[src/source/soc_pkg.sv]
package soc_pkg;

    // APB request from the processor side
    typedef struct packed {
        logic        psel;
        logic        penable;
        logic        pwrite;
        logic [15:0] paddr;
        logic [31:0] pwdata;
    } apb_req_t;

    // APB response back to the processor side
    typedef struct packed {
        logic [31:0] prdata;
        logic        pready;
        logic        pslverr;
    } apb_rsp_t;

    // One decoded keyboard event
    typedef struct packed {
        logic       valid;
        logic       released;
        logic [7:0] scan;
        logic [7:0] ascii;
    } key_evt_t;

    // Memory map
    localparam logic [15:0] ram_base       = 16'h1000;
    // Last key, read only
    localparam logic [15:0] key_addr       = 16'h2000;
    // Console byte, write only
    localparam logic [15:0] uart_data_addr = 16'h2004;
    // Console status, bit 0 busy
    localparam logic [15:0] uart_stat_addr = 16'h2008;
    // Vector read, any write acks
    localparam logic [15:0] irq_addr       = 16'h200C;

endpackage

[src/source/ps2_receiver.sv]
module ps2_receiver
    import soc_pkg::*;
(
    input  logic     CLOCK_50,
    input  logic     KEY0,
    input  logic     ps2_clk,
    input  logic     ps2_dat,
    output key_evt_t key_evt
);

    logic [2:0]  clk_sync;
    logic [1:0]  dat_sync;
    logic        clk_fall;
    logic [9:0]  frame_q;
    logic [10:0] frame;
    logic [3:0]  bit_cnt;
    logic        frame_ok;
    logic        brk_q;

    // Set 2 scan code to lower case ASCII
    function automatic logic [7:0] scan_to_ascii(input logic [7:0] code);
        case (code)
            8'h1C: scan_to_ascii = 8'h61;
            8'h32: scan_to_ascii = 8'h62;
            8'h21: scan_to_ascii = 8'h63;
            8'h23: scan_to_ascii = 8'h64;
            8'h24: scan_to_ascii = 8'h65;
            8'h2B: scan_to_ascii = 8'h66;
            8'h34: scan_to_ascii = 8'h67;
            8'h33: scan_to_ascii = 8'h68;
            8'h43: scan_to_ascii = 8'h69;
            8'h3B: scan_to_ascii = 8'h6A;
            8'h42: scan_to_ascii = 8'h6B;
            8'h4B: scan_to_ascii = 8'h6C;
            8'h3A: scan_to_ascii = 8'h6D;
            8'h31: scan_to_ascii = 8'h6E;
            8'h44: scan_to_ascii = 8'h6F;
            8'h4D: scan_to_ascii = 8'h70;
            8'h15: scan_to_ascii = 8'h71;
            8'h2D: scan_to_ascii = 8'h72;
            8'h1B: scan_to_ascii = 8'h73;
            8'h2C: scan_to_ascii = 8'h74;
            8'h3C: scan_to_ascii = 8'h75;
            8'h2A: scan_to_ascii = 8'h76;
            8'h1D: scan_to_ascii = 8'h77;
            8'h22: scan_to_ascii = 8'h78;
            8'h35: scan_to_ascii = 8'h79;
            8'h1A: scan_to_ascii = 8'h7A;
            8'h45: scan_to_ascii = 8'h30;
            8'h16: scan_to_ascii = 8'h31;
            8'h1E: scan_to_ascii = 8'h32;
            8'h26: scan_to_ascii = 8'h33;
            8'h25: scan_to_ascii = 8'h34;
            8'h2E: scan_to_ascii = 8'h35;
            8'h36: scan_to_ascii = 8'h36;
            8'h3D: scan_to_ascii = 8'h37;
            8'h3E: scan_to_ascii = 8'h38;
            8'h46: scan_to_ascii = 8'h39;
            default: scan_to_ascii = 8'h00;
        endcase
    endfunction

    // Both lines idle high
    always_ff @(posedge CLOCK_50 or negedge KEY0) begin
        if (!KEY0) begin
            clk_sync <= 3'b111;
            dat_sync <= 2'b11;
        end else begin
            clk_sync <= {clk_sync[1:0], ps2_clk};
            dat_sync <= {dat_sync[0], ps2_dat};
        end
    end

    assign clk_fall = clk_sync[2] && !clk_sync[1];

    // Bits arrive LSB first, shift in from the top
    always_ff @(posedge CLOCK_50) begin
        if (clk_fall) begin
            frame_q <= {dat_sync[1], frame_q[9:1]};
        end
    end

    // Stop bit joins the first ten
    assign frame    = {dat_sync[1], frame_q};
    // Start low, stop high, odd parity over data and parity bit
    assign frame_ok = !frame[0] && frame[10] && (^frame[9:1]);

    always_ff @(posedge CLOCK_50 or negedge KEY0) begin
        if (!KEY0) begin
            bit_cnt <= 4'd0;
            brk_q   <= 1'b0;
            key_evt <= '0;
        end else begin
            key_evt.valid <= 1'b0;
            if (clk_fall) begin
                if (bit_cnt == 4'd10) begin
                    bit_cnt <= 4'd0;
                    if (frame_ok && frame[8:1] == 8'hF0) begin
                        // Break prefix, next code is a release
                        brk_q <= 1'b1;
                    end else if (frame_ok) begin
                        brk_q            <= 1'b0;
                        key_evt.valid    <= 1'b1;
                        key_evt.released <= brk_q;
                        key_evt.scan     <= frame[8:1];
                        key_evt.ascii    <= scan_to_ascii(frame[8:1]);
                    end
                end else if (bit_cnt != 4'd0 || !dat_sync[1]) begin
                    // Wait for a low start bit before counting
                    bit_cnt <= bit_cnt + 4'd1;
                end
            end
        end
    end

endmodule

[config.mk]
export PLATFORM = sky130hd
export DESIGN_NAME = ps2_receiver
export DESIGN_NICKNAME = d
export VERILOG_FILES = /design/src/source/soc_pkg.sv /design/src/source/ps2_receiver.sv
export SDC_FILE = /design/constraint.sdc
export NUM_CORES = 1
export LEC_CHECK = 0
export BUFFER_PORTS_ARGS = -buffer_cell sky130_fd_sc_hd__clkbuf_2
export CAP_MARGIN = 20
export CORE_MARGIN = 3
export CORE_UTILIZATION = 30
export CTS_CLUSTER_DIAMETER = 50
export DETAILED_ROUTE_END_ITERATION = 12
export HOLD_SLACK_MARGIN = 0.08
export PLACE_DENSITY = 0.51
export RECOVER_POWER = 25
export SYNTH_ARGS = -nofsm -noshare
export SYNTH_HDL_FRONTEND = slang
export SYNTH_SLANG_ARGS = --single-unit
[constraint.sdc]
create_clock -name CLOCK_50 -period 3 [get_ports CLOCK_50]
set_input_delay 0.45 -clock CLOCK_50 [delete_from_list [all_inputs] [get_ports CLOCK_50]]
set_output_delay 0.45 -clock CLOCK_50 [all_outputs]
set_load 0.01 [all_outputs]
## Word-level counts from Yosys, hierarchy flattened

Memory sizes are Yosys's and may differ from the RTL's. A register that Yosys moved wholly into a read port is not among the register bits.
Cells that the tools add are included.

| word-level totals | value |
|---|---|
| bits in registers | 38 |
| memory bits (read-only) | 896 |
| bits of input ports | 4 |
| output and inout bits | 18 |
| logic and storage cells | 39 |
| memories | 1 |

| cells by class | value |
|---|---|
| add/sub/neg operators | 1 |
| eq/ne operators | 2 |
| mux-type cells | 10 |
| bitwise gates (word level) | 1 |
| reductions and logical operators | 15 |

Memories:

| memory | words | width | rd ports | clocked after memory_dff | wr ports | line | source |
|---|---|---|---|---|---|---|---|
| (name not given) | 128 | 7 | 1 | 1 | 0 | ps2_receiver.sv:22 | `case (code)` |

Operator list:

| cell | count |
|---|---|
| 18-bit two-way mux | 4 |
| 9-bit XOR reduction | 1 |
| 8-bit equality test (second input constant) | 1 |
| 4-bit two-way mux | 2 |
| 8-bit two-way mux | 1 |
| 7-bit two-way mux | 1 |
| 4-bit by 1-bit adder with 4-bit output (second input constant) | 1 |
| 4-bit equality test (second input constant) | 1 |
| 1-bit logical AND | 4 |
| 4-bit AND reduction | 1 |
| 2-bit nonzero test | 2 |
| 4-bit nonzero test | 1 |
| 1-bit logical NOT | 3 |
| 3-bit AND reduction | 1 |
| 1-bit two-way mux | 2 |
| 2-bit AND reduction | 1 |
| 1-bit logical OR | 1 |
| 1-bit inverter | 1 |

## Depth between registers and ports, before layout

| depth | value |
|---|---|
| depth after elaboration | 7 |
| depth in mapped cells | 15 |
| depth with buffers taken out | 11 |

## Worst setup path after synthesis

No wires, ideal clock.

| timing path | value |
|---|---|
| path type | reg-to-reg |
| start | register clk_sync[2] |
| end | register with a tool-made name |
| library setup time | 127 ps |
| arrival time | 2,842 ps |
| required time | 2,873 ps |
| setup slack | 31 ps |
| cell stages (with the launch flop) | 14 |
| path buffers | 4 |
| period minus slack after synthesis | 2,969 ps |
| cell sequence | dfstp_2 > nand2b_1 > buf_4 > inv_2 > buf_4 > buf_4 > buf_2 > nor2_1 > a21o_1 > ha_1 > nor2b_1 > o311ai_0 > a21oi_1 > or3_1 |

RTL lines:

| item | line | source |
|---|---|---|
| start: declaration | ps2_receiver.sv:11 | `logic [2:0] clk_sync;` |
| start signal: assignment | ps2_receiver.sv:69 | `clk_sync <= {clk_sync[1:0], ps2_clk};` |

==> flow_summary.ini <==
[status]
outcome = finished, violations left
violations = capacitance limit

[route]
wl_per_cell_um = 16.3
routed_wl_mm = 7.22
vias_per_cell = 5.42
drt_iter0_markers = 275
drt_first_pass_iters = 6
vias = 2403
drc = 0
drtAntennaViolNets = 0

[clock_network]
htree_num_levels = 2
cts_buffer_depth = 2
clock_latency_ns = 0.30
cts_buffers = 5
clk_pin_slew_ns = 0.08
cts_resized = 0
cts_tree = done
post_cts_buffers = 0
root_buffer = clkbuf_8
clock-sinks = 44
ctsHoldBuffers = 0

[floorplan]
ioPinCount = 22
die_h_um = 104
dieArea_sq_um = 10700
std_cell_rows = 34
initial_utilization = 0.319
fp.dieW_um = 104
fp.coreArea_sq_um = 8980

[finish]
area_delta_synth_final_pct = 10.7
diodes = 0
layout.nets = 330
drive_gt1_frac = 0.202
fillers = 913
layout.cells.non_filler = 443
final_cell_area_sq_um = 3160

[setup_path]
crit_type = reg -> reg
required_ns = 3.18
cpPeakStageDelay_ns = 0.60
reg2reg_depth = 11
slowest_stage = dfstp_1
path_cells = nand2b_1 -> inv_2 -> nor2_1 -> a21o_1 -> inv_1 -> ha_1 -> nand2b_1 -> a21oi_1 -> o311ai_0 -> a21oi_1 -> or3_1
end_kind = flip-flop
cp.arrival_ns = 2.75
crit_fanout = 9
crit_path_start_kind = flip-flop

[pwr]
switching_share = 0.306
seq_power_share = 0.526
p_clk_frac = 0.255
p_switching_uw = 427
ir_worst_vdd_mv = 0.303
p_leak_uw = 0.00134
comb_power_share = 0.219
p_int_uw = 968
p_per_area_nw_per_um2 = 441

[global_routing]
grt_pass1_wl_mm = 12.0
grt_max_degree = 32
grt_overflow_total = 0
grt_pass1_vias = 2311
grt_antenna_before_repair = 0
grtUsageTotal = 0.133

[sta]
worstMarginPinSlew_ns = 1.49
fmax_mhz = 388
fin_worst_skew_ns = 0.0103
final.setup.worst_slack_ns = 0.423
fin_crit_ns = 2.58
slew_viol_final = 0
rsz0062_at_grt = no
finalHoldViolCount = 0
tns_ns = 0
slew_headroom = 0.00683
period_share = 0.859
finalSetupViolations = 0

[yosys]
yosysSeqAreaShare = 0.393
synth_ff_type = dfrtp_1
ys_ff_latch = 44
async_reset_ff_frac = 0.614
mappedNetlistArea_sq_um = 2860
synthesis.nets = 313
ys_types = 64
synthCells = 299
synth.avg_cell_area_sq_um = 9.56
ys_warn_count = 0
synth_edf_count = 10

[placement]
gp_congestion = 0.922
hpwl_mm = 5.11
dpl_cell_area_sq_um = 3080
dp_slack_ns = 0.480
placed_cells = 435
numPortBuffers = 20

[flow_run]
drv_cap = 1

[worst_hold_path]
worstHoldPathType = in -> reg
holdPathStages = 1
worst max-delay path: cells and delay by family (launching register included):
family / cells / cell delay, ns
fa+ha+maj: 1 / 0.28
simple gates: 4 / 0.72
buf+inv: 2 / 0.14
compound gates: 4 / 0.73
flops: 1 / 0.60
per-layer routing:
layer / vias up / part of all wire / GRT usage
met3: 16 / 0.075 / 0.0311
met1: 1130 / 0.45 / 0.181
met4: 0 / 0.017 / 0.0456
li1: 1140 / - / -
met5: - / 0 / 0
met2: 117 / 0.46 / 0.207
cell families (layout without fill, tap and decap cells):
group,Yosys count,count (layout),share of synthesized area
flops,44,44,0.393
xor+xnor,5,5,0.0153
mux,23,23,0.0902
fa+ha+maj,10,10,0.0438
buf+inv,32,50,0.0560
simple gates,90,90,0.174
other cells,1,1,0.00131
compound gates,94,94,0.227
Yosys cell counts, types with 7 or more instances:
library cell / instances / area share
nand2b_1: 8 / 0.018
mux2_2: 18 / 0.071
nor3_1: 8 / 0.014
dfrtp_1: 22 / 0.19
edfxtp_1: 10 / 0.11
a21oi_1: 18 / 0.032
nor2b_1: 14 / 0.031
ha_1: 10 / 0.044
buf_2: 8 / 0.014
nor2_1: 12 / 0.016
clkbuf_1: 7 / 0.0092
nand2_1: 19 / 0.025
dfxtp_1: 7 / 0.049
o21ai_0: 17 / 0.030
nand3_1: 8 / 0.014
per-stage QoR:
step	power [uW]	util	hold WS, ns
finish	1390	0.353	0.237
global route	1480	0.353	0.225
floorplan	963	-	0.154
global placement	1050	0.344	0.346
CTS	1410	0.353	0.225
detailed placement	1050	0.344	0.347
layout by cell type, fill, tap and decap left out, drive strengths merged, types with 3 or more instances in the layout:
cell type,count
clkbuf,27
dfrtp,22
nand2,19
mux2,19
a21oi,18
o21ai,18
nor2b,14
nor2,12
buf,12
ha,10
edfxtp,10
nor3,9
nand2b,8
nand3,8
dfxtp,7
inv,7
o22ai,6
a22o,6
a21boi,5
dfstp,5
a21o,4
mux2i,4
o211ai,4
xnor2,4
clkinv,4
a31oi,3
o21bai,3
a211oi,3
o31ai,3
and2,3
o2111ai,3
nor3b,3
layout make-up:
type | count | area [sq um] | share of cell area
multi-input combinational | 223 | 1580 | 0.498
sequential | 44 | 1120 | 0.355
clock inverter | 1 | 5.00 | 0.00158
inverter | 10 | 37.5 | 0.0119
tap | 126 | 158 | 0.0498
timing repair buffer | 32 | 189 | 0.0597
clock buffer | 7 | 76.3 | 0.0241
power by group through the flow:
stage | Sequential, uW | Clock [uW] | Combinational (uW)
global route | 748 | 397 | 336
detailed placement | 748 | 0 | 303
finish | 734 | 356 | 305
CTS | 735 | 373 | 304
floorplan | 722 | 0 | 241
global placement | 746 | 0 | 305
path summary, 6_finish.rpt:
| kind | end | from | slack [ns] |
|---|---|---|---|
| max | flip-flop | clk_sync[1] | 0.42 |
| min | dat_sync[0] | ps2_dat | 0.24 |
| max reg2reg | flip-flop | clk_sync[1] | 0.42 |
| min reg2reg | dat_sync[1] | dat_sync[0] | 0.36 |
| max in group asynchronous | bit_cnt[1] | KEY0 | 1.62 |
| min in group asynchronous | key_evt[0] | KEY0 | 0.50 |
Note: power is estimated with default switching activity, not from simulation.
