**src/source/soc_pkg.sv**
```systemverilog
package soc_pkg;

    // APB request from the processor side
    typedef struct packed {
        logic        psel;
        logic        penable;
        logic        pwrite;
        logic [15:0] paddr;
        logic [31:0] pwdata;
    } apb_req_t;

    // APB response back to the processor side
    typedef struct packed {
        logic [31:0] prdata;
        logic        pready;
        logic        pslverr;
    } apb_rsp_t;

    // One decoded keyboard event
    typedef struct packed {
        logic       valid;
        logic       released;
        logic [7:0] scan;
        logic [7:0] ascii;
    } key_evt_t;

    // Memory map
    localparam logic [15:0] ram_base       = 16'h1000;
    // Last key, read only
    localparam logic [15:0] key_addr       = 16'h2000;
    // Console byte, write only
    localparam logic [15:0] uart_data_addr = 16'h2004;
    // Console status, bit 0 busy
    localparam logic [15:0] uart_stat_addr = 16'h2008;
    // Vector read, any write acks
    localparam logic [15:0] irq_addr       = 16'h200C;

endpackage

```
**src/source/soc_bus_ctrl.sv**
```systemverilog
module soc_bus_ctrl
    import soc_pkg::*;
#(
    parameter int RAM_WORDS = 1024
) (
    input  logic        CLOCK_50,
    input  logic        KEY0,
    input  apb_req_t    bus_req,
    output apb_rsp_t    bus_rsp,
    output logic        ram_sel,
    input  logic        ram_ready,
    input  logic [31:0] ram_rdata,
    output logic        key_sel,
    input  logic        key_ready,
    input  logic [31:0] key_rdata,
    output logic        uart_data_sel,
    input  logic        uart_data_ready,
    input  logic [31:0] uart_data_rdata,
    output logic        uart_stat_sel,
    input  logic        uart_stat_ready,
    input  logic [31:0] uart_stat_rdata,
    output logic        irq_sel,
    input  logic        irq_ready,
    input  logic [31:0] irq_rdata
);

    typedef struct packed {
        logic ram;
        logic key;
        logic uart_data;
        logic uart_stat;
        logic irq;
    } sel_t;

    localparam int unsigned RAM_BYTES = RAM_WORDS * 4;

    sel_t        dec;
    sel_t        sel_q;
    logic        err_q;
    logic [15:0] ram_off;
    logic        setup;
    logic        done;

    assign ram_off = bus_req.paddr - ram_base;

    // Address decode, read-only targets reject writes
    always_comb begin
        dec           = '0;
        dec.ram       = (bus_req.paddr >= ram_base) && (32'(ram_off) < RAM_BYTES);
        dec.key       = (bus_req.paddr == key_addr) && !bus_req.pwrite;
        dec.uart_data = (bus_req.paddr == uart_data_addr);
        dec.uart_stat = (bus_req.paddr == uart_stat_addr) && !bus_req.pwrite;
        dec.irq       = (bus_req.paddr == irq_addr);
    end

    assign setup = bus_req.psel && !bus_req.penable;
    assign done  = bus_req.psel && bus_req.penable && bus_rsp.pready;

    // Select and error flag captured in the setup cycle
    always_ff @(posedge CLOCK_50 or negedge KEY0) begin
        if (!KEY0) begin
            sel_q <= '0;
            err_q <= 1'b0;
        end else if (setup) begin
            sel_q <= dec;
            // Nothing hit, so fail in the first access cycle
            err_q <= (dec == '0);
        end else if (done || !bus_req.psel) begin
            sel_q <= '0;
            err_q <= 1'b0;
        end
    end

    assign ram_sel       = sel_q.ram;
    assign key_sel       = sel_q.key;
    assign uart_data_sel = sel_q.uart_data;
    assign uart_stat_sel = sel_q.uart_stat;
    assign irq_sel       = sel_q.irq;

    // Response mux, only the selected target reaches the bus
    always_comb begin
        bus_rsp = '0;
        if (bus_req.psel && bus_req.penable) begin
            bus_rsp.pslverr = err_q;
            bus_rsp.pready  = err_q
                            | (sel_q.ram       & ram_ready)
                            | (sel_q.key       & key_ready)
                            | (sel_q.uart_data & uart_data_ready)
                            | (sel_q.uart_stat & uart_stat_ready)
                            | (sel_q.irq       & irq_ready);
            bus_rsp.prdata  = ({32{sel_q.ram}}       & ram_rdata)
                            | ({32{sel_q.key}}       & key_rdata)
                            | ({32{sel_q.uart_data}} & uart_data_rdata)
                            | ({32{sel_q.uart_stat}} & uart_stat_rdata)
                            | ({32{sel_q.irq}}       & irq_rdata);
        end
    end

endmodule

```
**config.mk**
```make
export PLATFORM = sky130hd
export DESIGN_NAME = soc_bus_ctrl
export DESIGN_NICKNAME = d
export VERILOG_FILES = /design/src/source/soc_pkg.sv /design/src/source/soc_bus_ctrl.sv
export SDC_FILE = /design/constraint.sdc
export NUM_CORES = 1
export LEC_CHECK = 0
export BUFFER_PORTS_ARGS = -buffer_cell sky130_fd_sc_hd__buf_2
export CAP_MARGIN = 10
export CELL_PAD_IN_SITES_DETAIL_PLACEMENT = 1
export CELL_PAD_IN_SITES_GLOBAL_PLACEMENT = 1
export CORE_MARGIN = 4
export CORE_UTILIZATION = 13
export CTS_CLUSTER_DIAMETER = 40
export DETAILED_ROUTE_END_ITERATION = 12
export PLACE_DENSITY_LB_ADDON = 0.12
export SYNTH_ARGS = -nofsm -noshare
export SYNTH_HDL_FRONTEND = slang
export SYNTH_SLANG_ARGS = --single-unit
```
**constraint.sdc**
```tcl
create_clock -name CLOCK_50 -period 1.4 [get_ports CLOCK_50]
set_input_delay 0 -clock CLOCK_50 [delete_from_list [all_inputs] [get_ports CLOCK_50]]
set_output_delay 0 -clock CLOCK_50 [all_outputs]
set_load 0.005 [all_outputs]
```
* Word level (Yosys, flattened, before mapping)
Index checks and enable logic that the tools add are counted.
** Cells by class
- $lt $le $gt $ge :: 2
- Multiplexer cells :: 5
- $add $sub $neg :: 1
- Reduce and logical (&&, ||, !) cells :: 12
- Bitwise gates (word level) :: 19
- Equal/unequal tests :: 4
** Operator list (count)
- AND 32 bit :: 5
- bitwise OR 32 bit :: 4
- equality test 16 x 14 -> 1 bit (second input constant) :: 4
- two-way mux 34 bit :: 1
- >= comparator 16 x 13 -> 1 bit (second input constant) :: 1
- less-than comparator 16 x 13 -> 1 bit (second input constant) :: 1
- subtractor 16 x 13 -> 16 bit (second input constant) :: 1
- two-way mux 5 bit :: 2
- logical AND 1 bit :: 6
- AND 1 bit :: 5
- zero test 5 bit :: 1
- bitwise OR 1 bit :: 5
- zero test 1 bit :: 3
- two-way mux 1 bit :: 2
- nonzero test 2 bit :: 1
- logical OR 1 bit :: 1
** Word-level totals
- Output and inout port bits :: 39
- Word-level logic and storage cells :: 49
- Register bits :: 6
- Input port bits :: 218

* Depth between registers and ports, before layout
- Depth after elaboration :: 11
- Gate-level depth with buffers :: 5
- Gate-level depth less buffers :: 4

* Worst setup path after synthesis
OpenSTA, ideal clock, no wires.
- Path kind :: reg2reg
- Start point :: register sel_q (netlist bit key_sel)
- End point :: register sel_q (netlist bit ram_sel)
- Period minus slack after synthesis :: 1.134 ns
- Arrival time :: 1.068 ns
- Path slack :: 0.266 ns
- Library setup time :: 0.066 ns
- Required time :: 1.334 ns
- Path buffers :: 1
- Stages on the path, launching flop included :: 6
- Cells stage by stage :: dfrtp_1 -> buf_4 -> a22oi_2 -> nand3_1 -> nor2_4 -> a22o_1
** Between the ends
- Cells in the longest elaborated chain, start to end :: 9
** Ends and longest elaborated chain
- start: declaration :: RTL line soc_bus_ctrl.sv:38 : sel_t sel_q;
- start signal: assignment :: RTL line soc_bus_ctrl.sv:62 : sel_q <= '0;
- start signal: assignment :: RTL line soc_bus_ctrl.sv:65 : sel_q <= dec;
- start signal: assignment :: RTL line soc_bus_ctrl.sv:69 : sel_q <= '0;
- AND 1 bit :: RTL line soc_bus_ctrl.sv:87 : | (sel_q.key & key_ready)
- bitwise OR 1 bit :: RTL line soc_bus_ctrl.sv:87
- bitwise OR 1 bit :: RTL line soc_bus_ctrl.sv:88 : | (sel_q.uart_data & uart_data_ready)
- bitwise OR 1 bit :: RTL line soc_bus_ctrl.sv:89 : | (sel_q.uart_stat & uart_stat_ready)
- bitwise OR 1 bit :: RTL line soc_bus_ctrl.sv:90 : | (sel_q.irq & irq_ready);
- two-way mux 34 bit :: RTL line soc_bus_ctrl.sv:83 : if (bus_req.psel && bus_req.penable) begin
- logical AND 1 bit :: RTL line soc_bus_ctrl.sv:57 : assign done = bus_req.psel && bus_req.penable && bus_rsp.pready;
- logical OR 1 bit :: RTL line soc_bus_ctrl.sv:68 : end else if (done || !bus_req.psel) begin
- nonzero test 2 bit (no source line)
Every way passes these cells.
A chain may end at the register's enable or synchronous reset.

==> impl_metrics.toml <==
[yosys]
ys_seq_area_frac = 0.126
yosysMostFrequentCell = "a21oi_1"
synth_edf_count = 0
async_reset_ff_frac = 1.00
avgSynthCellArea_sq_um = 7.86
ys_types = 25
synth_warnings = 0
netlist_top_cells_count = "a21oi_1, a222oi_1, a22oi_1, buf_2, dfrtp_1"
syn_inst = 152
yosysTopAreaCell = "a222oi_1"
synthTopCellsByArea = "a222oi_1, a22oi_1, a21oi_1, dfrtp_1, buf_2"
synth_flop_cell = "dfrtp_1"
synth_area_sq_um = 1190
syn_nets = 370
synth_top_area_share = 0.268
ys_seq_elements = 6

[timing]
period_minus_slack_ps = 1450
fin_crit_sh = 1.03
rsz0062_at_grt = "yes"
fin_ws_ps = -47.7
slew_headroom = 0.670
holdWs_ps = 55.7
slew_viol_final = 0
setup_viol = 6
finalClockSkew_ps = 0.993
tightest_slew_ps = 488
timing.fmax_mhz = 691
finalHoldViolations = 0

[layout]
nNetsFinal = 593
num-fill-cells = 1133
utilization = 0.288
area_delta_synth_final_pct = 113
insertedDiodeCount = 0
drive_above_1_share = 0.662

[floorplanning]
core_area_sq_um = 8850
die_w_um = 104
rows = 34
start_util = 0.135
ios = 257
die_y_um = 104
dieArea_sq_um = 10800

[hold_path]
whs_path_depth = 3
hold_path_end = "err_q$_DFFE_PN0P_"
min_from = "bus_req[50]"
worstHoldPathType = "input port to flip-flop"

[critical_path]
ff2ff_setup_slack_ps = 140
critPathKind = "flip-flop to output port"
worstPathCellList = "buf_12 -> a222oi_1 -> a21oi_1 -> buf_2"
r2r-start = "key_sel$_DFFE_PN0P_"
start_kind = "flip-flop"
path_buf_inv = 2
cp.arrival_ps = 1450
slowest_stage = "dfrtp_1"
critPathTopFamily = "compound AO/OA/AOI/OAI gates"
reg2reg_depth = 5
r2r_end = "ram_sel$_DFFE_PN0P_"
required_ps = 1400
crit_path_max_incr_delay_ps = 400
path_max_fanout = 23
end_kind = "output port"

[run_status]
status = "finished with violations"
violations = "setup timing"

[pwr]
p_per_area_nw_per_um2 = 301
pwr-share-seq = 0.232
p_leak_uw = 0.00128
p_switching_uw = 199
p_comb_frac = 0.438
power_uw = 768
swShare = 0.260
max-vdd-ir-drop_mv = 0.173
p_clk_frac = 0.330
power.internal_uw = 568

[route]
dr.first_iter.drc_count = 211
drtAntennaViolNets = 0
vias_per_cell = 5.01
drc = 0
vias = 2412
first_pass_iters = 5
wl_per_cell_um = 18.8
routed_wirelength_um = 9030

[clocking]
cts_tree = "done"
clock_sinks = 6
clock_latency_ps = 220
ctsRootBufferMaster = "clkbuf_8"
clockBufferDepth = 2
numCtsBuffers = 3
htreeDepth = 1
clk_pin_slew_ps = 30

[grt]
grt_pass1_wl_um = 13600
antenna_found_initial = 0
grt_max_degree = 30
grt-ovfl-total = 0
grt_use_total = 0.155
grt_pass1_vias = 2532

[place]
dp_hpwl_um = 7300
port_buffers = 224
gp_congestion = 0.752

[flow_run]
maxCapViolations = 0
==> stage by stage <==
step                setup TNS [ps]  std cells  area (sq um)  worst slack, ps
finish                       -91.4        481          2550            -47.7
global route                 -2280        481          2550             -150
CTS                           -239        481          2540            -55.4
detailed placement               0        475          2460              130
global placement                 0        475          2460              138
floorplan                        0        152          1190              266
==> worst reg2reg max path: cells and delay by family (launching register included) <==
family	cells	cell delay, ps
AO/OA/AOI/OAI	2	330
buffers and inverters	1	180
flip-flops	1	400
AND/OR/NAND/NOR	2	290
==> cells by family (layout without fill, tap and decap cells) <==
logic type | after synthesis | after routing | share of synthesized area
AOI/OAI and AO/OA | 106 | 106 | 0.679
buffers and inverters | 25 | 246 | 0.108
and+or+nand+nor | 15 | 15 | 0.0880
DFF | 6 | 6 | 0.126
==> power groups by stage <==
stage | Clock, uW | Combinational [uW] | Sequential, uW
after global routing | 276 | 369 | 179
final | 253 | 336 | 178
after global placement | 0 | 322 | 180
after CTS | 260 | 338 | 178
after floorplan | 0 | 42.7 | 179
after detailed placement | 0 | 330 | 180
==> registers in the layout (all words and copies together) (netlist names) <==
register,count
err_q,1
uart_stat_sel,1
uart_data_sel,1
key_sel,1
ram_sel,1
irq_sel,1
==> what timing repair did <==
action,4_1_cts,5_1_grt
hold buffers,3,0
gates resized for setup,2,3
endpoints found under the setup margin,14,32
endpoints found under the hold margin,9,0
buffers inserted,0,0
pin swaps,8,11
==> per-layer routing <==
metal,wire (um),up-vias,part of all wire,track usage
met2,4460,164,0.49,0.281
li1,-,1134,-,-
met3,921,8,0.10,0.0490
met1,3570,1106,0.40,0.181
met4,79,0,0.0088,0.0228
met5,0,-,0,0
==> cells in the final DEF (no fill, tap or decap), types with 2 or more instances in the layout <==
| cell | n |
|---|---|
| buf_2 | 224 |
| inv_1 | 2 |
| a22oi_2 | 2 |
| dfrtp_1 | 5 |
| o2bb2ai_1 | 4 |
| a22oi_1 | 32 |
| a21oi_1 | 33 |
| buf_4 | 8 |
| clkbuf_8 | 3 |
| nand3_1 | 3 |
| buf_12 | 2 |
| a222oi_1 | 32 |
| nor2_1 | 3 |
| buf_6 | 4 |
| dlygate4sd3_1 | 3 |
==> worst max path at each step <==
stage                                   start                  end  slack, ps  cells after the start
detailed placement  uart_data_sel$_DFFE_PN0P_  ram_sel$_DFFE_PN0P_        130                      5
finish                    key_sel$_DFFE_PN0P_          bus_rsp[11]        -50                      4
global placement    uart_data_sel$_DFFE_PN0P_  key_sel$_DFFE_PN0P_        140                      5
floorplan                 key_sel$_DFFE_PN0P_  ram_sel$_DFFE_PN0P_        270                      5
CTS                       key_sel$_DFFE_PN0P_          bus_rsp[11]        -60                      4
global route              key_sel$_DFFE_PN0P_          bus_rsp[23]       -150                      4
==> cell type report <==
class / count / area (sq um) / area share
flip-flops and latches: 6 / 151 / 0.0594
clock buffers: 3 / 41.3 / 0.0162
multi-input cells: 121 / 916 / 0.360
repair buffers: 241 / 1300 / 0.509
inverters: 2 / 7.51 / 0.00295
well taps: 108 / 135 / 0.0530
(Power assumes the default switching activity.)
