### config.mk
export PLATFORM = sky130hd
export DESIGN_NAME = key_irq_ctrl
export DESIGN_NICKNAME = d
export VERILOG_FILES = /design/src/source/soc_pkg.sv /design/src/source/key_irq_ctrl.sv
export SDC_FILE = /design/constraint.sdc
export NUM_CORES = 1
export LEC_CHECK = 0
export BUFFER_PORTS_ARGS = -buffer_cell sky130_fd_sc_hd__buf_2
export CORE_UTILIZATION = 28
export CTS_CLUSTER_DIAMETER = 40
export DETAILED_ROUTE_END_ITERATION = 8
export PLACE_DENSITY = 0.92
export SLEW_MARGIN = 25
export SYNTH_ARGS = -nofsm -noshare
export SYNTH_HDL_FRONTEND = slang
export SYNTH_SLANG_ARGS = --single-unit
### constraint.sdc
create_clock -name CLOCK_50 -period 0.8 [get_ports CLOCK_50]
set_input_delay 0.04 -clock CLOCK_50 [delete_from_list [all_inputs] [get_ports CLOCK_50]]
set_output_delay 0.04 -clock CLOCK_50 [all_outputs]
set_load 0.01 [all_outputs]
### src/source/soc_pkg.sv
package soc_pkg;

    // APB request from the processor side
    typedef struct packed {
        logic        psel;
        logic        penable;
        logic        pwrite;
        logic [15:0] paddr;
        logic [31:0] pwdata;
    } apb_req_t;

    // APB response back to the processor side
    typedef struct packed {
        logic [31:0] prdata;
        logic        pready;
        logic        pslverr;
    } apb_rsp_t;

    // One decoded keyboard event
    typedef struct packed {
        logic       valid;
        logic       released;
        logic [7:0] scan;
        logic [7:0] ascii;
    } key_evt_t;

    // Memory map
    localparam logic [15:0] ram_base       = 16'h1000;
    // Last key, read only
    localparam logic [15:0] key_addr       = 16'h2000;
    // Console byte, write only
    localparam logic [15:0] uart_data_addr = 16'h2004;
    // Console status, bit 0 busy
    localparam logic [15:0] uart_stat_addr = 16'h2008;
    // Vector read, any write acks
    localparam logic [15:0] irq_addr       = 16'h200C;

endpackage

### src/source/key_irq_ctrl.sv
module key_irq_ctrl
    import soc_pkg::*;
(
    input  logic        CLOCK_50,
    input  logic        KEY0,
    input  key_evt_t    key_evt,
    input  logic        key_sel,
    input  logic        irq_sel,
    input  apb_req_t    bus_req,
    output logic [31:0] key_rdata,
    output logic [31:0] irq_rdata,
    output logic [3:0]  irq_vector
);

    logic [7:0] key_q;
    logic       make_evt;
    logic       irq_ack;

    // Press only, break codes never touch the key
    assign make_evt = key_evt.valid && !key_evt.released;

    // Any write to the vector address acknowledges
    assign irq_ack = irq_sel && bus_req.penable && bus_req.pwrite;

    // Last pressed key
    always_ff @(posedge CLOCK_50 or negedge KEY0) begin
        if (!KEY0) begin
            key_q <= 8'd0;
        end else if (make_evt) begin
            key_q <= key_evt.ascii;
        end
    end

    // Vector 1 for keyboard
    // Held until acked, repeat presses add nothing
    always_ff @(posedge CLOCK_50 or negedge KEY0) begin
        if (!KEY0) begin
            irq_vector <= 4'd0;
        end else if (irq_ack) begin
            irq_vector <= 4'd0;
        end else if (make_evt && key_evt.ascii != 8'd0 && irq_vector == 4'd0) begin
            irq_vector <= 4'd1;
        end
    end

    // Read data only while addressed
    assign key_rdata = key_sel ? {24'd0, key_q} : 32'd0;
    assign irq_rdata = irq_sel ? {28'd0, irq_vector} : 32'd0;

endmodule

* Yosys cells after proc, flatten, opt, wreduce, memory -nomap -nowiden *
Index checks and enable logic that the tools add are counted.

word-level totals
  memory bits (read-only) = 0
  bits in writable memories = 0
  flip-flop bits (word level) = 12
  latch bits = 0
  input bits = 73
  memories kept = 0
  output and inout bits = 68

cells by class
  multiply operators = 0
  equality and inequality tests = 0
  div/mod/pow operators = 0
  shift-type cells = 0
  order comparisons = 0
  reductions and logical operators = 9
  muxes and demuxes = 4
  add/sub/neg operators = 0
  bitwise logic cells = 0

operator list
  kind                number
  4-bit 2-to-1 mux    3
  8-bit 2-to-1 mux    1
  8-bit nonzero test  1
  1-bit logical AND   5
  4-bit zero test     1
  2-bit nonzero test  1
  1-bit zero test     1

* Logic depth before layout (Yosys ltp) *
Gate-level depths: netlist of run 1.

  depth in word-level cells = 6
  gate-level depth with buffers = 4

* Worst setup path before layout of run 1 *
Ideal clock, no wire load.

  path kind = input to register
  start point = input key_evt[5] (netlist name)
  end point = register irq_vector[0]
  setup time = 0.131 ns
  path slack = -0.055 ns
  arrival time = 0.724 ns
  buffers on the path = 0
  stages = 3
  path through = or4_1 > o21ai_1 > a32oi_1

on the way
  longest elaborated chain between the ends = 4

RTL lines
  element                          RTL line            source
  start: declaration               key_irq_ctrl.sv:6   input key_evt_t key_evt,
  8-bit nonzero test               key_irq_ctrl.sv:41  end else if (make_evt && key_evt.ascii != 8'd0 && irq_vector == 4'd0) begin
  1-bit logical AND (2 in series)  key_irq_ctrl.sv:41
  2-bit nonzero test (no line)     n/a
  end signal: assignment           key_irq_ctrl.sv:38  irq_vector <= 4'd0;
  end signal: assignment           key_irq_ctrl.sv:40  irq_vector <= 4'd0;
  end signal: assignment           key_irq_ctrl.sv:42  irq_vector <= 4'd1;
  end: declaration                 key_irq_ctrl.sv:12  output logic [3:0] irq_vector

Every way passes these cells.
A chain may end at the register's enable or synchronous reset.

* Worst setup path after layout of run 1 *
  start point = register irq_vector[0]
  end point = output irq_rdata[0]

on the way
  longest elaborated chain between the ends = 1

RTL lines
  element           RTL line            source
  4-bit 2-to-1 mux  key_irq_ctrl.sv:48  assign irq_rdata = irq_sel ? {28'd0, irq_vector} : 32'd0;
  end: declaration  key_irq_ctrl.sv:11  output logic [31:0] irq_rdata,

Every way passes these cells.

==> results.sh, run 1 <==
export IMPL_clk_latency_ns=0.27
export IMPL_hold_start="key_evt[5]"
export IMPL_grt_overflow_total=0
export IMPL_core_mm2=0.00283
export IMPL_cp_start_kind="register"
export IMPL_drt_initial_drc_count=25
export IMPL_violations="DRC, setup timing"
export IMPL_end_kind="output port"
export IMPL_post_route_cell_area_um2=923
export IMPL_hp_class="input pin to register"
export IMPL_rsz0062_at_grt="yes"
export IMPL_ys_warn_count=0
export IMPL_synth_area_per_cell_um2=9.33
export IMPL_swShare_pct=32.6
export IMPL_min_to="key_q[5]"
export IMPL_seq_power_share_pct=40.4
export IMPL_cts_clk_slew_worst_paths_ns=0.06
export IMPL_num_vias=557
export IMPL_fin_crit_sh_pct=120
export IMPL_place_area_um2=811
export IMPL_cts_buffer_depth=2
export IMPL_grt_max_degree=10
export IMPL_power_switching_w=0.000445
export IMPL_fin_skew_ns=0
export IMPL_required_ns=0.76
export IMPL_slew_violations=0
export IMPL_ir_worst_vdd_uv=789
export IMPL_outcome="finished, violations left"
export IMPL_fin_util_pct=32.6
export IMPL_detail_route_wl_per_cell_um=8.16
export IMPL_dieArea_mm2=0.00329
export IMPL_grt_usage_pct=8.53
export IMPL_viasPerCell=3.50
export IMPL_area_growth_syn_to_layout_pct=7.58
export IMPL_initial_utilization_pct=30.3
export IMPL_routed_wl_um=1300
export IMPL_cts_made_buffers=3
export IMPL_power_density_mw_per_mm2=1480
export IMPL_cap_violations=0
export IMPL_cts_root_buffer="clkbuf_4"
export IMPL_comb_power_share_pct=33.4
export IMPL_synth_seq_area_share_pct=26.2
export IMPL_regToRegSetupSlack_ns=-0.07
export IMPL_intPower_w=0.000921
export IMPL_ant_nets=0
export IMPL_total_power_w=0.00137
export IMPL_post_synth_num_cell_types=12
export IMPL_hold_viol=0
export IMPL_antenna_found_initial=0
export IMPL_die_h_um=57.4
export IMPL_worst_r2r_endpoint="key_q[1]"
export IMPL_drive_above_1_share_pct=34.4
export IMPL_io_pins=141
export IMPL_num_antenna_cells=0
export IMPL_port_buffers=25
export IMPL_whs_ns=0.0178
export IMPL_synth_seq_cells=9
export IMPL_post_route_drc_count=8
export IMPL_dp_hpwl_um=1060
export IMPL_cts_sinks=9
export IMPL_pre_cts_slack_ns=-0.226
export IMPL_setup_slack_ns=-0.161
export IMPL_critPathArrivalTime_ns=0.92
export IMPL_hold_depth=2
export IMPL_reg2reg_depth=2
export IMPL_cts_tree="yes"
export IMPL_pwr_share_clk_pct=26.2
export IMPL_crit_fanout=3
export IMPL_grt_pass1_wl_um=2060
export IMPL_syn_area_um2=858
export IMPL_max_freq_mhz=1040
export IMPL_htreeDepth=1
export IMPL_first_pass_iters=5
export IMPL_reg2reg_from="key_q[1]"
export IMPL_die_w_um=57.4
export IMPL_rows=19
export IMPL_min_period_ns=0.961
export IMPL_criticalPathCategory="register to output port"
export IMPL_synth_cells=92
export IMPL_nets=202
export IMPL_place_gp_congestion=0.679
export IMPL_setup_violations=11
export IMPL_power_leakage_nw=0.531
export IMPL_grt_pass1_vias=446
==> flip-flops by register name (all words and copies together) (netlist names) <==
| name | cells |
|---|---|
| irq_vector | 1 |
| key_q | 8 |
==> synth_stat cells, drive strengths merged <==
cell | number | area share (%)
a32oi | 1 | 1.0
o21ai | 1 | 0.58
and2 | 9 | 6.6
buf | 59 | 51
inv | 1 | 0.44
nor2b | 1 | 0.73
dfrtp | 9 | 26
or4 | 2 | 2.2
mux2 | 8 | 10
conb | 1 | 0.44
==> cell families after synthesis <==
group	share of synthesized area (%)
buf+inv	51.7
simple gates	9.48
flops	26.2
mux	10.5
compound gates	1.60
other cells	0.437
==> worst max-delay path, cell delays in order (launching register included) <==
cell and delay [ns]:
dfrtp_1 0.39, and2_1 0.14, buf_2 0.13
==> worst max path at each step <==
| stage | endpoint | depth (start not counted) | from |
|---|---|---|---|
| 4_1_cts | irq_rdata[0] | 2 | irq_vector[0] |
| 6_report | irq_rdata[0] | 2 | irq_vector[0] |
| 3_5_place_dp | irq_vector[0] | 4 | key_evt[1] |
| 3_3_place_gp | irq_vector[0] | 4 | key_evt[1] |
| 5_1_grt | irq_rdata[0] | 2 | irq_vector[0] |
| 2_1_floorplan | irq_vector[0] | 3 | key_evt[1] |
==> per-layer routing <==
metal  global-route usage [%]  vias up  share of wire (%)
met4                     6.27        0                3.2
met2                     14.8       58                 53
met5                        0        -                  0
met3                     2.72        5                 10
met1                     8.51      248                 34
li1                         -      246                  -
==> final cells by class <==
type,instances,area (um^2)
sequential,9,225
timing repair buffer,34,221
clock buffer,4,26.3
inverter,1,3.75
tap,31,38.8
multi-input combinational,80,408
fill,316,1910
==> power by group through the flow <==
stage / clock (W) / combinational, W / sequential [W]
6_report: 0.000358 / 0.000456 / 0.000552
5_1_grt: 0.000405 / 0.000504 / 0.000562
4_1_cts: 0.000374 / 0.000424 / 0.000553
3_5_place_dp: 0 / 0.000380 / 0.000560
3_3_place_gp: 0 / 0.000372 / 0.000557
2_1_floorplan: 0 / 0.000464 / 0.000553
==> cells in the final DEF (no fill, tap or decap), drive strengths merged <==
master	count
mux2	8
o21ai	1
conb	58
and2	9
dfrtp	9
a32oi	1
or4	2
clkbuf	4
buf	30
nor2b	1
inv	1
dlygate4sd3	4
==> through the flow <==
stage | TNS, ns | std cells
floorplan | -0.0548 | 149
global placement | -0.764 | 148
detailed placement | -0.885 | 148
CTS | -1.62 | 157
global route | -2.00 | 159
finish | -1.53 | 159
==> timing repair <==
item | 4_1_cts | 5_1_grt
setup endpoints to repair | 10 | 10
buffers inserted | 1 | 2
hold buffers | 4 | 0
pin swaps | 7 | 0
endpoints found under the hold margin | 10 | 0
gates resized for setup | 3 | 2
Power figures use the tool's default switching activity.
==> inputs of run 2 (changes only) <==
--- a/config.mk
+++ b/config.mk
@@ -5,11 +5,13 @@
 export SDC_FILE = /design/constraint.sdc
 export NUM_CORES = 1
 export LEC_CHECK = 0
-export BUFFER_PORTS_ARGS = -buffer_cell sky130_fd_sc_hd__buf_2
-export CORE_UTILIZATION = 28
+export CORE_AREA = 2 2 54 56
 export CTS_CLUSTER_DIAMETER = 40
+export CTS_CLUSTER_SIZE = 10
 export DETAILED_ROUTE_END_ITERATION = 8
-export PLACE_DENSITY = 0.92
+export DIE_AREA = 0 0 56 58
+export DONT_BUFFER_PORTS = 1
+export PLACE_DENSITY = 0.57
 export SLEW_MARGIN = 25
 export SYNTH_ARGS = -nofsm -noshare
 export SYNTH_HDL_FRONTEND = slang
==> constraint.sdc (replaced) <==
create_clock -name CLOCK_50 -period 0.8 [get_ports CLOCK_50]
set_input_delay 0.04 -clock CLOCK_50 [delete_from_list [all_inputs] [get_ports CLOCK_50]]
set_output_delay 0.04 -clock CLOCK_50 [all_outputs]
set_load 0.02 [all_outputs]
==> run 2 against run 1 <==
- the run ends with setup timing left
- sequential power rose by 1%
- global-route usage is 0.53 points lower
- utilization shrank 0.54 points
- setup slack better by 0.10 ns
- largest cell class unchanged
- critical path depth decreased by 1
- fmax rose by 12%
- sequential share of layout area rose by 2.0 points
- routed wire length rose by 1.4%
- clock power is 6.7% lower
- power is 5.1% higher
- die area decreased by 1.3%
- clock-buffer cell count unchanged
==> results.sh, run 2 (synthesis gave the netlist of run 1 again) <==
export IMPL_routed_wl_um=1320
export IMPL_seq_area_um2=225
export IMPL_num_vias=492
export IMPL_first_pass_iters=2
export IMPL_outcome="finished, violations left"
export IMPL_cts_buffer_depth=2
export IMPL_required_ns=0.76
export IMPL_place_area_um2=686
export IMPL_area_growth_syn_to_layout_pct=-0.437
export IMPL_largest_register_ffs=8
export IMPL_seq_power_share_pct=39.0
export IMPL_power_leakage_nw=0.453
export IMPL_fin_crit_sh_pct=107
export IMPL_viasPerCell=3.54
export IMPL_grt_pass1_wl_um=1940
export IMPL_core_mm2=0.00266
export IMPL_drt_initial_drc_count=6
export IMPL_grt_usage_pct=8.00
export IMPL_pre_cts_slack_ns=-0.0833
export IMPL_ant_nets=0
export IMPL_dieArea_mm2=0.00325
export IMPL_power_switching_w=0.000556
export IMPL_antenna_found_initial=0
export IMPL_initial_utilization_pct=32.2
export IMPL_drive_above_1_share_pct=21.3
export IMPL_cts_sinks=9
export IMPL_fillers=289
export IMPL_cts_made_buffers=3
export IMPL_hold_viol=0
export IMPL_post_route_drc_count=0
export IMPL_io_pins=141
export IMPL_post_cts_repair_setup_buffers=0
export IMPL_cts_tree="yes"
export IMPL_setup_violations=10
export IMPL_regMostFlops="key_q"
export IMPL_post_route_cell_area_um2=855
export IMPL_grt_pass1_vias=467
export IMPL_violations="setup timing"
export IMPL_end_kind="output port"
export IMPL_cts_clk_slew_worst_paths_ns=0.06
export IMPL_cts_root_buffer="clkbuf_4"
export IMPL_die_h_um=58
export IMPL_rsz0062_at_grt="yes"
export IMPL_cp_start_kind="register"
export IMPL_power_density_mw_per_mm2=1680
export IMPL_num_antenna_cells=0
export IMPL_swShare_pct=38.7
export IMPL_hp_class="input pin to register"
export IMPL_cp_top_family="flip-flops"
export IMPL_port_buffers=0
export IMPL_crit_slowest_cell="dfrtp_1"
export IMPL_path_cells="and2_4"
export IMPL_top_regs="key_q: 8 flops, irq_vector: 1 flops"
export IMPL_place_gp_congestion=0.689
export IMPL_critPathArrivalTime_ns=0.82
export IMPL_fin_util_pct=32.1
export IMPL_max_stage_delay_ns=0.39
export IMPL_min_period_ns=0.857
export IMPL_detail_route_wl_per_cell_um=9.47
export IMPL_max_freq_mhz=1170
export IMPL_final_common_cell="conb_1"
export IMPL_htreeDepth=1
export IMPL_nets=182
export IMPL_grt_max_degree=10
export IMPL_comb_power_share_pct=37.7
export IMPL_cap_violations=0
export IMPL_final_cell_mix="conb_1, dlygate4sd3_1, and2_4, dfrtp_1, mux2_2"
export IMPL_ir_worst_vdd_uv=880
export IMPL_slew_violations=0
export IMPL_cp_num_buf_inv=0
export IMPL_clk_latency_ns=0.25
export IMPL_fin_skew_ns=0
export IMPL_die_w_um=56
export IMPL_dp_hpwl_um=974
export IMPL_pwr_share_clk_pct=23.3
export IMPL_intPower_w=0.000880
export IMPL_regToRegSetupSlack_ns=0.04
export IMPL_multi_input_area_um2=425
export IMPL_criticalPathCategory="register to output port"
export IMPL_setup_slack_ns=-0.0570
export IMPL_rows=19
export IMPL_crit_fanout=3
export IMPL_grt_overflow_total=0
## run 2: final cells by class
class                   instances  area share [%]
multi-input cells              80            49.8
flip-flops and latches          9            26.4
repair buffers                 14            15.8
well taps                      31            4.54
clock buffers                   4            3.07
inverters                       1           0.439
## run 2: final timing paths
| path | from | endpoint | cells past startpoint |
|---|---|---|---|
| min | key_evt[6] | irq_vector[0] | 3 |
| max reg2reg | key_q[0] | key_q[0] | 1 |
| min reg2reg | key_q[2] | key_q[2] | 1 |
| max | irq_vector[0] | irq_rdata[0] | 1 |
| max in group asynchronous | KEY0 | key_q[7] | 1 |
| min in group asynchronous | KEY0 | key_q[0] | 1 |
## run 2: power groups by stage
stage          sequential [W]  clock, W  combinational [W]
4_1_cts              0.000562  0.000350           0.000535
3_5_place_dp         0.000564         0           0.000444
5_1_grt              0.000570  0.000362           0.000577
2_1_floorplan        0.000558         0           0.000624
6_report             0.000560  0.000334           0.000542
3_3_place_gp         0.000560         0           0.000442
## run 2: timing repair
item                       in CTS  in global routing
resized for setup              18                  0
pin swaps                       8                  0
hold endpoints to repair       18                  0
hold buffers                   12                  0
setup endpoints to repair      10                 10
## run 2: per-stage QoR
stage | instances | hold WS, ns | setup TNS, ns | total power, W
floorplan | 149 | -0.256 | -0.0548 | 0.00118
global placement | 123 | -0.255 | -0.0770 | 0.00100
detailed placement | 123 | -0.255 | -0.101 | 0.00101
CTS | 139 | 0.0982 | -0.505 | 0.00145
global route | 139 | 0.155 | -0.666 | 0.00151
finish | 139 | 0.142 | -0.383 | 0.00144
## run 2: routing by layer
metal / part of all wire (%) / wire, um / global-route usage [%] / vias to the layer above
met1: 32 / 423 / 6.91 / 220
met5: 0 / 0 / 0 / -
met4: 1.3 / 17 / 6.12 / 0
li1: - / - / - / 205
met3: 16 / 211 / 2.23 / 2
met2: 50 / 663 / 15.5 / 65
## run 2: tightest hold or removal path: stages
cell and delay, ns:
or4_1 0.09, o21ai_1 0.06, a32oi_1 0.15
